$ cat src/hw/rs_defines.svh
`ifndef RS_DEFINES_SVH
`define RS_DEFINES_SVH

// data and pc word width
`define XLEN 32

// reorder tag width, 16 tags in flight
`define TAG_W 4

// entries in each reservation station
`define RS_DEPTH 4

// next pc step for a not-taken branch
`define PC_STEP 4

`endif

$ cat src/hw/core_types_pkg.sv
`default_nettype none

`include "rs_defines.svh"

package core_types_pkg;

    // one data or pc word
    typedef logic [`XLEN-1:0] word_t;

    // reorder buffer tag
    typedef logic [`TAG_W-1:0] tag_t;

    // source operand slot
    // valid set means value holds the operand, else wait for tag on the cdb
    typedef struct packed {
        logic  valid;
        tag_t  tag;
        word_t value;
    } operand_t;

endpackage

`default_nettype wire

$ cat src/hw/exec_ops_pkg.sv
`default_nettype none

package exec_ops_pkg;

    import core_types_pkg::*;

    // compare and branch opcodes
    typedef enum logic [2:0] {
        CMP_BEQ  = 3'd0,
        CMP_BNE  = 3'd1,
        CMP_BLT  = 3'd2,
        CMP_BGE  = 3'd3,
        CMP_BLTU = 3'd4,
        CMP_BGEU = 3'd5,
        CMP_SLT  = 3'd6,
        CMP_SLTU = 3'd7
    } cmp_op_t;

    // simple alu opcodes
    typedef enum logic [2:0] {
        ALU_ADD = 3'd0,
        ALU_SUB = 3'd1,
        ALU_AND = 3'd2,
        ALU_OR  = 3'd3,
        ALU_XOR = 3'd4,
        ALU_SLL = 3'd5,
        ALU_SRL = 3'd6,
        ALU_SRA = 3'd7
    } alu_op_t;

    // compare station payload, pc and imm only matter for branches
    typedef struct packed {
        cmp_op_t op;
        logic    branch;
        word_t   pc;
        word_t   imm;
    } cmp_payload_t;

    typedef struct packed {
        alu_op_t op;
    } alu_payload_t;

endpackage

`default_nettype wire

$ cat src/hw/rs_station.sv
`default_nettype none
`timescale 1ns/100ps

`include "rs_defines.svh"

module rs_station #(
    parameter type payload_t = core_types_pkg::word_t
) (
    input  logic                     clk,
    input  logic                     rst_i,
    input  logic                     flush_i,
    input  logic                     disp_i,
    input  core_types_pkg::tag_t     disp_tag_i,
    input  core_types_pkg::operand_t disp_src1_i,
    input  core_types_pkg::operand_t disp_src2_i,
    input  payload_t                 disp_pl_i,
    input  logic                     cdb_valid_i,
    input  core_types_pkg::tag_t     cdb_tag_i,
    input  core_types_pkg::word_t    cdb_value_i,
    input  logic                     unit_busy_i,
    output logic                     full_o,
    output logic                     issue_o,
    output core_types_pkg::word_t    issue_a_o,
    output core_types_pkg::word_t    issue_b_o,
    output core_types_pkg::tag_t     issue_tag_o,
    output payload_t                 issue_pl_o
);

    import core_types_pkg::*;

    localparam int IDX_W = $clog2(`RS_DEPTH);

    // entry state
    logic [`RS_DEPTH-1:0] ent_valid;
    tag_t                 ent_tag  [`RS_DEPTH];
    operand_t             ent_src1 [`RS_DEPTH];
    operand_t             ent_src2 [`RS_DEPTH];
    payload_t             ent_pl   [`RS_DEPTH];

    logic [`RS_DEPTH-1:0] ent_ready;
    logic [IDX_W-1:0]     alloc_idx;
    logic [IDX_W-1:0]     issue_idx;
    logic                 alloc_ok;
    logic                 issue_found;

    // capture a waiting operand when its tag is on the bus
    function automatic operand_t snoop(input operand_t src, input logic bus_valid,
                                       input tag_t bus_tag, input word_t bus_value);
        operand_t res;
        res = src;
        if (!src.valid && bus_valid && (src.tag == bus_tag)) begin
            res.valid = 1'b1;
            res.value = bus_value;
        end
        return res;
    endfunction

    always_comb begin
        for (int i = 0; i < `RS_DEPTH; i++) begin
            ent_ready[i] = ent_valid[i] & ent_src1[i].valid & ent_src2[i].valid;
        end
    end

    // lowest free entry and lowest ready entry
    // scan from the top so the lowest index is left standing
    always_comb begin
        alloc_ok    = 1'b0;
        alloc_idx   = '0;
        issue_found = 1'b0;
        issue_idx   = '0;
        for (int i = `RS_DEPTH - 1; i >= 0; i--) begin
            if (!ent_valid[i]) begin
                alloc_ok  = 1'b1;
                alloc_idx = IDX_W'(i);
            end
            if (ent_ready[i]) begin
                issue_found = 1'b1;
                issue_idx   = IDX_W'(i);
            end
        end
    end

    assign full_o      = &ent_valid;
    assign issue_o     = issue_found & ~unit_busy_i;
    assign issue_a_o   = ent_src1[issue_idx].value;
    assign issue_b_o   = ent_src2[issue_idx].value;
    assign issue_tag_o = ent_tag[issue_idx];
    assign issue_pl_o  = ent_pl[issue_idx];

    // occupancy
    always_ff @(posedge clk) begin
        if (rst_i || flush_i) begin
            ent_valid <= '0;
        end else begin
            if (issue_o) begin
                ent_valid[issue_idx] <= 1'b0;
            end
            if (disp_i && alloc_ok) begin
                ent_valid[alloc_idx] <= 1'b1;
            end
        end
    end

    // operand snooping, then the new entry overrides its own slot
    always_ff @(posedge clk) begin
        for (int i = 0; i < `RS_DEPTH; i++) begin
            ent_src1[i] <= snoop(ent_src1[i], cdb_valid_i, cdb_tag_i, cdb_value_i);
            ent_src2[i] <= snoop(ent_src2[i], cdb_valid_i, cdb_tag_i, cdb_value_i);
        end
        if (disp_i && alloc_ok) begin
            ent_tag[alloc_idx]  <= disp_tag_i;
            ent_pl[alloc_idx]   <= disp_pl_i;
            ent_src1[alloc_idx] <= snoop(disp_src1_i, cdb_valid_i, cdb_tag_i, cdb_value_i);
            ent_src2[alloc_idx] <= snoop(disp_src2_i, cdb_valid_i, cdb_tag_i, cdb_value_i);
        end
    end

endmodule

`default_nettype wire

$ cat src/hw/cmp_unit.sv
`default_nettype none
`timescale 1ns/100ps

`include "rs_defines.svh"

module cmp_unit (
    input  logic                        clk,
    input  logic                        rst_i,
    input  logic                        flush_i,
    input  logic                        issue_i,
    input  core_types_pkg::word_t       a_i,
    input  core_types_pkg::word_t       b_i,
    input  core_types_pkg::tag_t        tag_i,
    input  exec_ops_pkg::cmp_payload_t  pl_i,
    input  logic                        grant_i,
    output logic                        busy_o,
    output logic                        req_o,
    output core_types_pkg::tag_t        res_tag_o,
    output core_types_pkg::word_t       res_value_o,
    output core_types_pkg::word_t       res_pc_o,
    output logic                        res_branch_o
);

    import core_types_pkg::*;
    import exec_ops_pkg::*;

    logic  cmp_true;
    word_t next_pc;
    logic  res_valid;

    always_comb begin
        cmp_true = 1'b0;
        case (pl_i.op)
            CMP_BEQ:  cmp_true = (a_i == b_i);
            CMP_BNE:  cmp_true = (a_i != b_i);
            CMP_BLT:  cmp_true = ($signed(a_i) < $signed(b_i));
            CMP_BGE:  cmp_true = ($signed(a_i) >= $signed(b_i));
            CMP_BLTU: cmp_true = (a_i < b_i);
            CMP_BGEU: cmp_true = (a_i >= b_i);
            CMP_SLT:  cmp_true = ($signed(a_i) < $signed(b_i));
            CMP_SLTU: cmp_true = (a_i < b_i);
            default:  cmp_true = 1'b0;
        endcase
    end

    // taken target or fall-through, zero for set-less-than
    assign next_pc = !pl_i.branch ? word_t'(0) :
                     cmp_true     ? pl_i.pc + pl_i.imm :
                                    pl_i.pc + word_t'(`PC_STEP);

    // result held until the bus is granted
    always_ff @(posedge clk) begin
        if (rst_i || flush_i) begin
            res_valid <= 1'b0;
        end else if (issue_i) begin
            res_valid <= 1'b1;
        end else if (grant_i) begin
            res_valid <= 1'b0;
        end
    end

    always_ff @(posedge clk) begin
        if (issue_i) begin
            res_tag_o    <= tag_i;
            res_value_o  <= {{(`XLEN - 1){1'b0}}, cmp_true};
            res_pc_o     <= next_pc;
            res_branch_o <= pl_i.branch;
        end
    end

    assign busy_o = res_valid;
    assign req_o  = res_valid;

endmodule

`default_nettype wire

$ cat src/hw/alu_unit.sv
`default_nettype none
`timescale 1ns/100ps

module alu_unit (
    input  logic                        clk,
    input  logic                        rst_i,
    input  logic                        flush_i,
    input  logic                        issue_i,
    input  core_types_pkg::word_t       a_i,
    input  core_types_pkg::word_t       b_i,
    input  core_types_pkg::tag_t        tag_i,
    input  exec_ops_pkg::alu_payload_t  pl_i,
    input  logic                        grant_i,
    output logic                        busy_o,
    output logic                        req_o,
    output core_types_pkg::tag_t        res_tag_o,
    output core_types_pkg::word_t       res_value_o
);

    import core_types_pkg::*;
    import exec_ops_pkg::*;

    word_t alu_res;
    logic  res_valid;

    // shift amount from low five bits of b
    always_comb begin
        case (pl_i.op)
            ALU_ADD: alu_res = a_i + b_i;
            ALU_SUB: alu_res = a_i - b_i;
            ALU_AND: alu_res = a_i & b_i;
            ALU_OR:  alu_res = a_i | b_i;
            ALU_XOR: alu_res = a_i ^ b_i;
            ALU_SLL: alu_res = a_i << b_i[4:0];
            ALU_SRL: alu_res = a_i >> b_i[4:0];
            ALU_SRA: alu_res = word_t'($signed(a_i) >>> b_i[4:0]);
            default: alu_res = '0;
        endcase
    end

    always_ff @(posedge clk) begin
        if (rst_i || flush_i) begin
            res_valid <= 1'b0;
        end else if (issue_i) begin
            res_valid <= 1'b1;
        end else if (grant_i) begin
            res_valid <= 1'b0;
        end
    end

    always_ff @(posedge clk) begin
        if (issue_i) begin
            res_tag_o   <= tag_i;
            res_value_o <= alu_res;
        end
    end

    assign busy_o = res_valid;
    assign req_o  = res_valid;

endmodule

`default_nettype wire

$ cat src/hw/cdb_arbiter.sv
`default_nettype none
`timescale 1ns/100ps

module cdb_arbiter (
    input  logic                  clk,
    input  logic                  rst_i,
    input  logic                  cmp_req_i,
    input  core_types_pkg::tag_t  cmp_tag_i,
    input  core_types_pkg::word_t cmp_value_i,
    input  core_types_pkg::word_t cmp_pc_i,
    input  logic                  cmp_branch_i,
    input  logic                  alu_req_i,
    input  core_types_pkg::tag_t  alu_tag_i,
    input  core_types_pkg::word_t alu_value_i,
    output logic                  cmp_grant_o,
    output logic                  alu_grant_o,
    output logic                  cdb_valid_o,
    output core_types_pkg::tag_t  cdb_tag_o,
    output core_types_pkg::word_t cdb_value_o,
    output core_types_pkg::word_t cdb_pc_o,
    output logic                  cdb_branch_o
);

    import core_types_pkg::*;

    // set when the alu unit took the last grant
    logic last_alu;

    // lone requester wins, a tie goes to whoever lost last time
    assign cmp_grant_o = cmp_req_i & (~alu_req_i | last_alu);
    assign alu_grant_o = alu_req_i & (~cmp_req_i | ~last_alu);

    always_ff @(posedge clk) begin
        if (rst_i) begin
            last_alu <= 1'b0;
        end else if (cmp_grant_o || alu_grant_o) begin
            last_alu <= alu_grant_o;
        end
    end

    // bus mux
    assign cdb_valid_o  = cmp_grant_o | alu_grant_o;
    assign cdb_tag_o    = alu_grant_o ? alu_tag_i : cmp_tag_i;
    assign cdb_value_o  = alu_grant_o ? alu_value_i : cmp_value_i;
    assign cdb_pc_o     = cmp_grant_o ? cmp_pc_i : word_t'(0);
    assign cdb_branch_o = cmp_grant_o & cmp_branch_i;

endmodule

`default_nettype wire

$ cat src/hw/exec_cluster_top.sv
`default_nettype none
`timescale 1ns/100ps

module exec_cluster_top (
    input  logic                       clk,
    input  logic                       rst_i,
    input  logic                       flush_i,
    input  logic                       disp_cmp_i,
    input  logic                       disp_alu_i,
    input  core_types_pkg::tag_t       disp_tag_i,
    input  core_types_pkg::operand_t   disp_src1_i,
    input  core_types_pkg::operand_t   disp_src2_i,
    input  exec_ops_pkg::cmp_payload_t disp_cmp_pl_i,
    input  exec_ops_pkg::alu_payload_t disp_alu_pl_i,
    output logic                       cmp_full_o,
    output logic                       alu_full_o,
    output logic                       cdb_valid_o,
    output core_types_pkg::tag_t       cdb_tag_o,
    output core_types_pkg::word_t      cdb_value_o,
    output core_types_pkg::word_t      cdb_pc_o,
    output logic                       cdb_branch_o
);

    import core_types_pkg::*;
    import exec_ops_pkg::*;

    // compare path
    logic         cmp_issue;
    word_t        cmp_a;
    word_t        cmp_b;
    tag_t         cmp_issue_tag;
    cmp_payload_t cmp_issue_pl;
    logic         cmp_busy;
    logic         cmp_req;
    logic         cmp_grant;
    tag_t         cmp_res_tag;
    word_t        cmp_res_value;
    word_t        cmp_res_pc;
    logic         cmp_res_branch;

    // alu path
    logic         alu_issue;
    word_t        alu_a;
    word_t        alu_b;
    tag_t         alu_issue_tag;
    alu_payload_t alu_issue_pl;
    logic         alu_busy;
    logic         alu_req;
    logic         alu_grant;
    tag_t         alu_res_tag;
    word_t        alu_res_value;

    rs_station #(
        .payload_t (cmp_payload_t)
    ) u_cmp_rs (
        .clk         (clk),
        .rst_i       (rst_i),
        .flush_i     (flush_i),
        .disp_i      (disp_cmp_i),
        .disp_tag_i  (disp_tag_i),
        .disp_src1_i (disp_src1_i),
        .disp_src2_i (disp_src2_i),
        .disp_pl_i   (disp_cmp_pl_i),
        .cdb_valid_i (cdb_valid_o),
        .cdb_tag_i   (cdb_tag_o),
        .cdb_value_i (cdb_value_o),
        .unit_busy_i (cmp_busy),
        .full_o      (cmp_full_o),
        .issue_o     (cmp_issue),
        .issue_a_o   (cmp_a),
        .issue_b_o   (cmp_b),
        .issue_tag_o (cmp_issue_tag),
        .issue_pl_o  (cmp_issue_pl)
    );

    rs_station #(
        .payload_t (alu_payload_t)
    ) u_alu_rs (
        .clk         (clk),
        .rst_i       (rst_i),
        .flush_i     (flush_i),
        .disp_i      (disp_alu_i),
        .disp_tag_i  (disp_tag_i),
        .disp_src1_i (disp_src1_i),
        .disp_src2_i (disp_src2_i),
        .disp_pl_i   (disp_alu_pl_i),
        .cdb_valid_i (cdb_valid_o),
        .cdb_tag_i   (cdb_tag_o),
        .cdb_value_i (cdb_value_o),
        .unit_busy_i (alu_busy),
        .full_o      (alu_full_o),
        .issue_o     (alu_issue),
        .issue_a_o   (alu_a),
        .issue_b_o   (alu_b),
        .issue_tag_o (alu_issue_tag),
        .issue_pl_o  (alu_issue_pl)
    );

    cmp_unit u_cmp_unit (
        .clk          (clk),
        .rst_i        (rst_i),
        .flush_i      (flush_i),
        .issue_i      (cmp_issue),
        .a_i          (cmp_a),
        .b_i          (cmp_b),
        .tag_i        (cmp_issue_tag),
        .pl_i         (cmp_issue_pl),
        .grant_i      (cmp_grant),
        .busy_o       (cmp_busy),
        .req_o        (cmp_req),
        .res_tag_o    (cmp_res_tag),
        .res_value_o  (cmp_res_value),
        .res_pc_o     (cmp_res_pc),
        .res_branch_o (cmp_res_branch)
    );

    alu_unit u_alu_unit (
        .clk         (clk),
        .rst_i       (rst_i),
        .flush_i     (flush_i),
        .issue_i     (alu_issue),
        .a_i         (alu_a),
        .b_i         (alu_b),
        .tag_i       (alu_issue_tag),
        .pl_i        (alu_issue_pl),
        .grant_i     (alu_grant),
        .busy_o      (alu_busy),
        .req_o       (alu_req),
        .res_tag_o   (alu_res_tag),
        .res_value_o (alu_res_value)
    );

    // single shared result bus
    cdb_arbiter u_cdb_arbiter (
        .clk          (clk),
        .rst_i        (rst_i),
        .cmp_req_i    (cmp_req),
        .cmp_tag_i    (cmp_res_tag),
        .cmp_value_i  (cmp_res_value),
        .cmp_pc_i     (cmp_res_pc),
        .cmp_branch_i (cmp_res_branch),
        .alu_req_i    (alu_req),
        .alu_tag_i    (alu_res_tag),
        .alu_value_i  (alu_res_value),
        .cmp_grant_o  (cmp_grant),
        .alu_grant_o  (alu_grant),
        .cdb_valid_o  (cdb_valid_o),
        .cdb_tag_o    (cdb_tag_o),
        .cdb_value_o  (cdb_value_o),
        .cdb_pc_o     (cdb_pc_o),
        .cdb_branch_o (cdb_branch_o)
    );

endmodule

`default_nettype wire

$ cat config.mk
export PLATFORM = sky130hd
export DESIGN_NAME = exec_cluster_top
export DESIGN_NICKNAME = d
export VERILOG_FILES = /design/src/hw/core_types_pkg.sv /design/src/hw/exec_ops_pkg.sv /design/src/hw/rs_station.sv /design/src/hw/cmp_unit.sv /design/src/hw/alu_unit.sv /design/src/hw/cdb_arbiter.sv /design/src/hw/exec_cluster_top.sv
export VERILOG_INCLUDE_DIRS = /design/src /design/src/hw
export SDC_FILE = /design/constraint.sdc
export NUM_CORES = 2
export LEC_CHECK = 0
export BUFFER_PORTS_ARGS = -buffer_cell sky130_fd_sc_hd__buf_2
export CAP_MARGIN = 20
export CORE_AREA = 2 2 393 395
export CTS_BUF_LIST = sky130_fd_sc_hd__clkbuf_2
export CTS_CLUSTER_DIAMETER = 60
export DETAILED_ROUTE_END_ITERATION = 10
export DIE_AREA = 0 0 395 397
export GPL_TIMING_DRIVEN = 0
export SYNTH_ARGS = -nofsm -noshare
export SYNTH_HDL_FRONTEND = slang
export SYNTH_SLANG_ARGS = --single-unit
$ cat constraint.sdc
create_clock -name clk -period 8.3 [get_ports clk]
set_clock_uncertainty 0.1 [all_clocks]
set_input_delay 2.49 -clock clk [delete_from_list [all_inputs] [get_ports clk]]
set_output_delay 2.49 -clock clk [all_outputs]
set_load 0.005 [all_outputs]
=== After elaboration in Yosys (flattened, before gate mapping) ===
Memory sizes are Yosys's and may differ from the RTL's. A register that Yosys moved wholly into a read port is not among the register bits.
Index checks and enable logic that the tools add are counted.

* Shift operators: 3
* Multiplexer cells: 104
* Bitwise operators: 36
* Order comparisons: 12
* Add/sub/neg operators: 4
* Reductions and logical operators: 70
* Eq/ne operators: 34

{| class="wikitable"
|+ Operators by type and width
! operator !! number
|-
| $mux 32 || 25
|-
| $pmux 32 s8 || 1
|-
| $eq 4x4->1 || 18
|-
| $add 32x32->32 || 2
|-
| $ge 32x32->1 || 2
|-
| $lt 32x32->1 || 2
|-
| $mux 1 || 50
|-
| $logic_and 1x1->1 || 42
|-
| $add 32x3->32 const B || 1
|-
| $and 32x32->32 || 1
|-
| $eq 32x32->1 || 1
|-
| $mux 2 || 16
|-
| $ne 32x32->1 || 1
|-
| $or 32x32->32 || 1
|-
| $shl 32x5->32 || 1
|-
| $shr 32x5->32 || 1
|-
| $sshr 32x5->32 || 1
|-
| $sub 32x32->32 || 1
|-
| $xor 32x32->32 || 1
|-
| $mux 4 || 7
|-
| $eq 3x3->1 const B || 8
|-
| $and 1x1->1 || 21
|-
| $logic_not 1->1 || 18
|-
| $eq 3x2->1 const B || 4
|-
| other kinds (15) || 37
|}

* Register bits after elaboration: 77
* Memory bits (writable): 908
* Output and inout port bits: 72
* Memories kept: 8

{| class="wikitable"
|+ Memories
! memory !! words !! width !! read ports !! clocked after memory_dff !! write ports !! line !! text
|-
| u_cmp_rs.ent_pl || 4 || 68 || 1 || 0 || 1 || rs_station.sv:38 || <nowiki>payload_t ent_pl [`RS_DEPTH];</nowiki>
|-
| u_alu_rs.ent_src1 || 4 || 37 || 5 || 0 || 5 || rs_station.sv:36 || <nowiki>operand_t ent_src1 [`RS_DEPTH];</nowiki>
|-
| u_alu_rs.ent_src2 || 4 || 37 || 5 || 0 || 5 || rs_station.sv:37 || <nowiki>operand_t ent_src2 [`RS_DEPTH];</nowiki>
|-
| u_cmp_rs.ent_src1 || 4 || 37 || 5 || 0 || 5 || rs_station.sv:36 ||
|-
| u_cmp_rs.ent_src2 || 4 || 37 || 5 || 0 || 5 || rs_station.sv:37 ||
|-
| u_alu_rs.ent_tag || 4 || 4 || 1 || 1 || 1 || rs_station.sv:35 || <nowiki>tag_t ent_tag [`RS_DEPTH];</nowiki>
|-
| +2 memories || n/a || n/a || n/a || n/a || n/a || n/a ||
|}

=== Logic depth before layout (Yosys ltp) ===
An unclocked memory read counts as a cell.

* Depth after elaboration: 17
* Depth in mapped cells: 26
* Mapped depth without buffers: 21

=== Modules after synthesis ===
From an unflattened synthesis, not the netlist that was laid out.

* Cells, all modules: 4446
* Area, all modules: 54892.6 um^2

{| class="wikitable"
|+ By module, submodules not included
! module !! instances !! cells each !! area each (um^2) !! sequential area each (um^2)
|-
| rs_station at u_cmp_rs || 1 || 1637 || 24811.3 || 17536.8
|-
| rs_station at u_alu_rs || 1 || 997 || 15172.1 || 9729.3
|-
| alu_unit || 1 || 1152 || 8922.3 || 1101.1
|-
| cmp_unit || 1 || 574 || 5016.1 || 1161.1
|-
| cdb_arbiter || 1 || 86 || 970.9 || 20.0
|}

=== Worst setup path after synthesis ===
OpenSTA, ideal clock, no wires.

* Path kind: in2reg
* From: in disp_cmp_i
* To: mem u_cmp_rs.ent_src1[3][25] (netlist bit) (data pin)
* Path slack: 2.152 ns
* Cell stages on the path: 6
* Data arrival time: 5.678 ns
* Required time: 7.830 ns
* Cell sequence: nand2_1 or3_1 clkbuf_1 clkinv_1 clkbuf_1 a21oi_1

{| class="wikitable"
|+ RTL lines
! item !! line !! text
|-
| start, declared || exec_cluster_top.sv:8 || <nowiki>input logic disp_cmp_i,</nowiki>
|-
| end, declared || rs_station.sv:36 ||
|}

==> out/qor.csv <==
metric;value;unit
htree_levels;5;
yosysWarnings;0;
fin_crit;8.19;ns
final_cells;7709;
grt_use_total;29.3;%
ir_drop;0.169;mV
cts_tree;done;
period_share;98.6;%
drtIter0Drc;6576;
crit_arrival;9.25;ns
outcome;finished with violations;
dpl.hpwl;182000;µm
gp_congestion;1.06;
fin_area;60400;µm²
tightest_slew;1.42;ns
drive_gt1_share;16.5;%
synth_seq_cells;993;
maxSlewHeadroom;5.15;%
io_buffers;225;
drt_wl_total;239000;µm
place_ws;-0.745;ns
die_y;397;µm
synth_enable_flop_cells;966;
grt_pass1_wl;329000;µm
setup_slack;0.114;ns
hp-class;reg2reg;
end_kind;flop;
critPathLaunchType;flop;
cts-root-buf;clkbuf_2;
cp_max_fo;12;
cts_setup_buffers;0;
drc;1;
fin_nets;5786;
antenna_found_initial;25;
ios;226;
clock_sinks;993;
fmax;122;MHz
required;9.36;ns
synth_top_flop_cell;edfxtp_1;
avgSynthCellArea;10.9;µm²
rsz0062_at_grt;no;
ant_nets;0;
floorplan.initialDensity;34.7;%
die_x;395;µm
placed_area;57900;µm²
synthToLayoutAreaGrowth;13.6;%
syn_area;53100;µm²
hold_viol;0;
n_fill_cell;15100;
yosysUniqueCellTypes;101;
synth_cells;4881;
cts_buffers;284;
p_leak;23.1;nW
synthTopCellsByArea;edfxtp_1, a21oi_1, nor2_1;
synth_largest_area_cell;edfxtp_1;
ys_seq_area_share;55.6;%
hold_buffers;0;
synth.top_cell.area_share;54.6;%
grt_max_degree;52;
clock_path_buffers;4;
cap_violations;0;
syn_nets;5198;
via_count;46600;
grt_overflow;0;
power.density;191;nW/µm²
synthArstFlopShare;0;%
placedCellCount;7213;
synthTopCellsByCount;edfxtp_1, a21oi_1, nor2_1;
setup_viol;0;
final-seq-area;29500;µm²
final_util;39.5;%
synthMostInstantiatedCell;edfxtp_1;
row_count;144;
clk_latency;1.62;ns
grt_pass1_vias;44900;
drv_slew;0;
multi_input_area;21600;µm²
wl_per_cell;31.0;µm
violations;design-rule violations;
crit_type;reg2reg;
dr.pass1.iters;11;
avgViaCountPerCell;6.04;
dieArea;157000;µm²
core;153000;µm²
clkTransAtPathRegs;0.11;ns
[where the power goes]
group / switching (mW) / internal (mW) / leakage (nW)
Sequential: 0.0531 / 5.65 / 9.57
Clock: 2.16 / 1.40 / 1.87
Combinational: 1.59 / 0.688 / 11.7
[placed cells by master, fill, tap and decap left out, drive strengths merged, types with 28 or more instances in the layout]
master  netlist  layout
nor2        596     596
inv         155     162
nand3        63      63
xnor2       100     100
nand4        83      83
a21oi       679     679
o21a         37      37
a31oi        28      28
ha          161     161
clkinv        7      49
o22ai        84      84
a32oi        32      32
nand2       224     224
o21ai       185     185
and2         76      76
edfxtp      966     966
nand2b       39      39
a222oi       56      56
nor3        119     119
clkbuf      259     671
a21boi       35      35
o311ai       53      53
buf         105     408
a211oi       41      41
mux2i       197     197
a21o         38      38
xor2         33      33
o211ai       29      29
a22oi        75      75
mux2         29      29
[per-stage QoR]
stage               power [mW]  hold WS (ns)  setup TNS, ns
floorplan                 7.08         0.352              0
global placement          7.99         0.370        -693.28
detailed placement        7.99         0.384          -3.62
CTS                       11.5         0.396              0
global route              11.9         0.418              0
finish                    11.5         0.404              0
[cell type report]
class	instances	area share [%]
timing repair buffer	303	3.40
tap	2044	4.23
buffer	363	2.67
multi-input combinational	3362	35.8
clock inverter	52	0.468
inverter	162	1.01
sequential	993	48.9
antenna	17	0.0704
clock buffer	413	3.42
[registers in the layout, summed over array words and instances (netlist names)]
register                 cells
u_alu_unit.res_value_o      32
u_cmp_rs.ent_src2          148
u_cmp_rs.ent_src1          148
u_cmp_rs.ent_valid           4
u_alu_rs.ent_tag            16
u_alu_unit.busy_o            1
u_alu_unit.res_tag_o         4
u_cmp_unit.res_pc_o         32
u_cmp_unit.busy_o            1
u_cmp_unit.res_branch_o      1
u_cmp_unit.res_tag_o         4
u_cdb_arbiter.last_alu       1
u_cmp_rs.ent_tag            16
u_alu_rs.ent_pl             12
u_alu_rs.ent_src1          148
u_alu_rs.ent_valid           4
u_cmp_unit.res_value_o       1
u_alu_rs.ent_src2          148
u_cmp_rs.ent_pl            272
[final timing paths]
check | from | depth (start not counted) | slack (ns) | end
max | u_alu_rs.ent_src1[2][36] | 22 | 0.11 | u_alu_unit.res_value_o[31]
min | u_cdb_arbiter.last_alu | 1 | 0.40 | u_cdb_arbiter.last_alu
max reg2reg | u_alu_rs.ent_src1[2][36] | 22 | 0.11 | u_alu_unit.res_value_o[31]
min reg2reg | u_cdb_arbiter.last_alu | 1 | 0.40 | u_cdb_arbiter.last_alu
[kinds of logic (layout without fill, tap and decap cells)]
| group | Yosys count | in the layout | synth area share [%] |
|---|---|---|---|
| adder cells (fa/ha/maj) | 163 | 163 | 3.87 |
| AO/OA/AOI/OAI | 1545 | 1545 | 18.6 |
| buffers and inverters | 526 | 1293 | 4.15 |
| AND/OR/NAND/NOR | 1295 | 1295 | 11.3 |
| other | 0 | 17 | 0 |
| flip-flops | 993 | 993 | 55.6 |
| multiplexers | 226 | 226 | 4.32 |
| XOR/XNOR | 133 | 133 | 2.19 |
[repair_timing]
action / in CTS / in global routing
resized for setup: 5 / 2
gates cloned: 0 / 0
endpoints found under the setup margin: 9 / 2
[critical path: stages (launching register included)]
cell and delay (ns):
dfxtp_1 0.32, buf_4 0.16, clkbuf_1 0.31, nand4_1 0.21, o311ai_1 0.23, a32oi_4 0.76
clkbuf_1 0.71, clkbuf_2 0.55, ha_1 0.34, nand2_1 0.19, nor4_1 0.56, and2_1 0.32
a21oi_1 0.13, xnor2_1 0.17, ha_1 0.42, a21o_1 0.15, a21oi_1 0.08, o21ai_0 0.86
o21ai_0 0.42, nand3_1 0.18, a31oi_1 0.11, xnor2_1 0.24, o2111ai_1 0.20
[routing by layer]
metal	wire length, µm	global-route usage [%]	vias to the layer above
met4	16200	17.6	10
met5	79	0	-
met3	22900	5.35	765
met1	88600	36.1	22700
met2	111000	48.1	3219
li1	-	-	19900
Note: power is estimated with default switching activity, not from simulation.
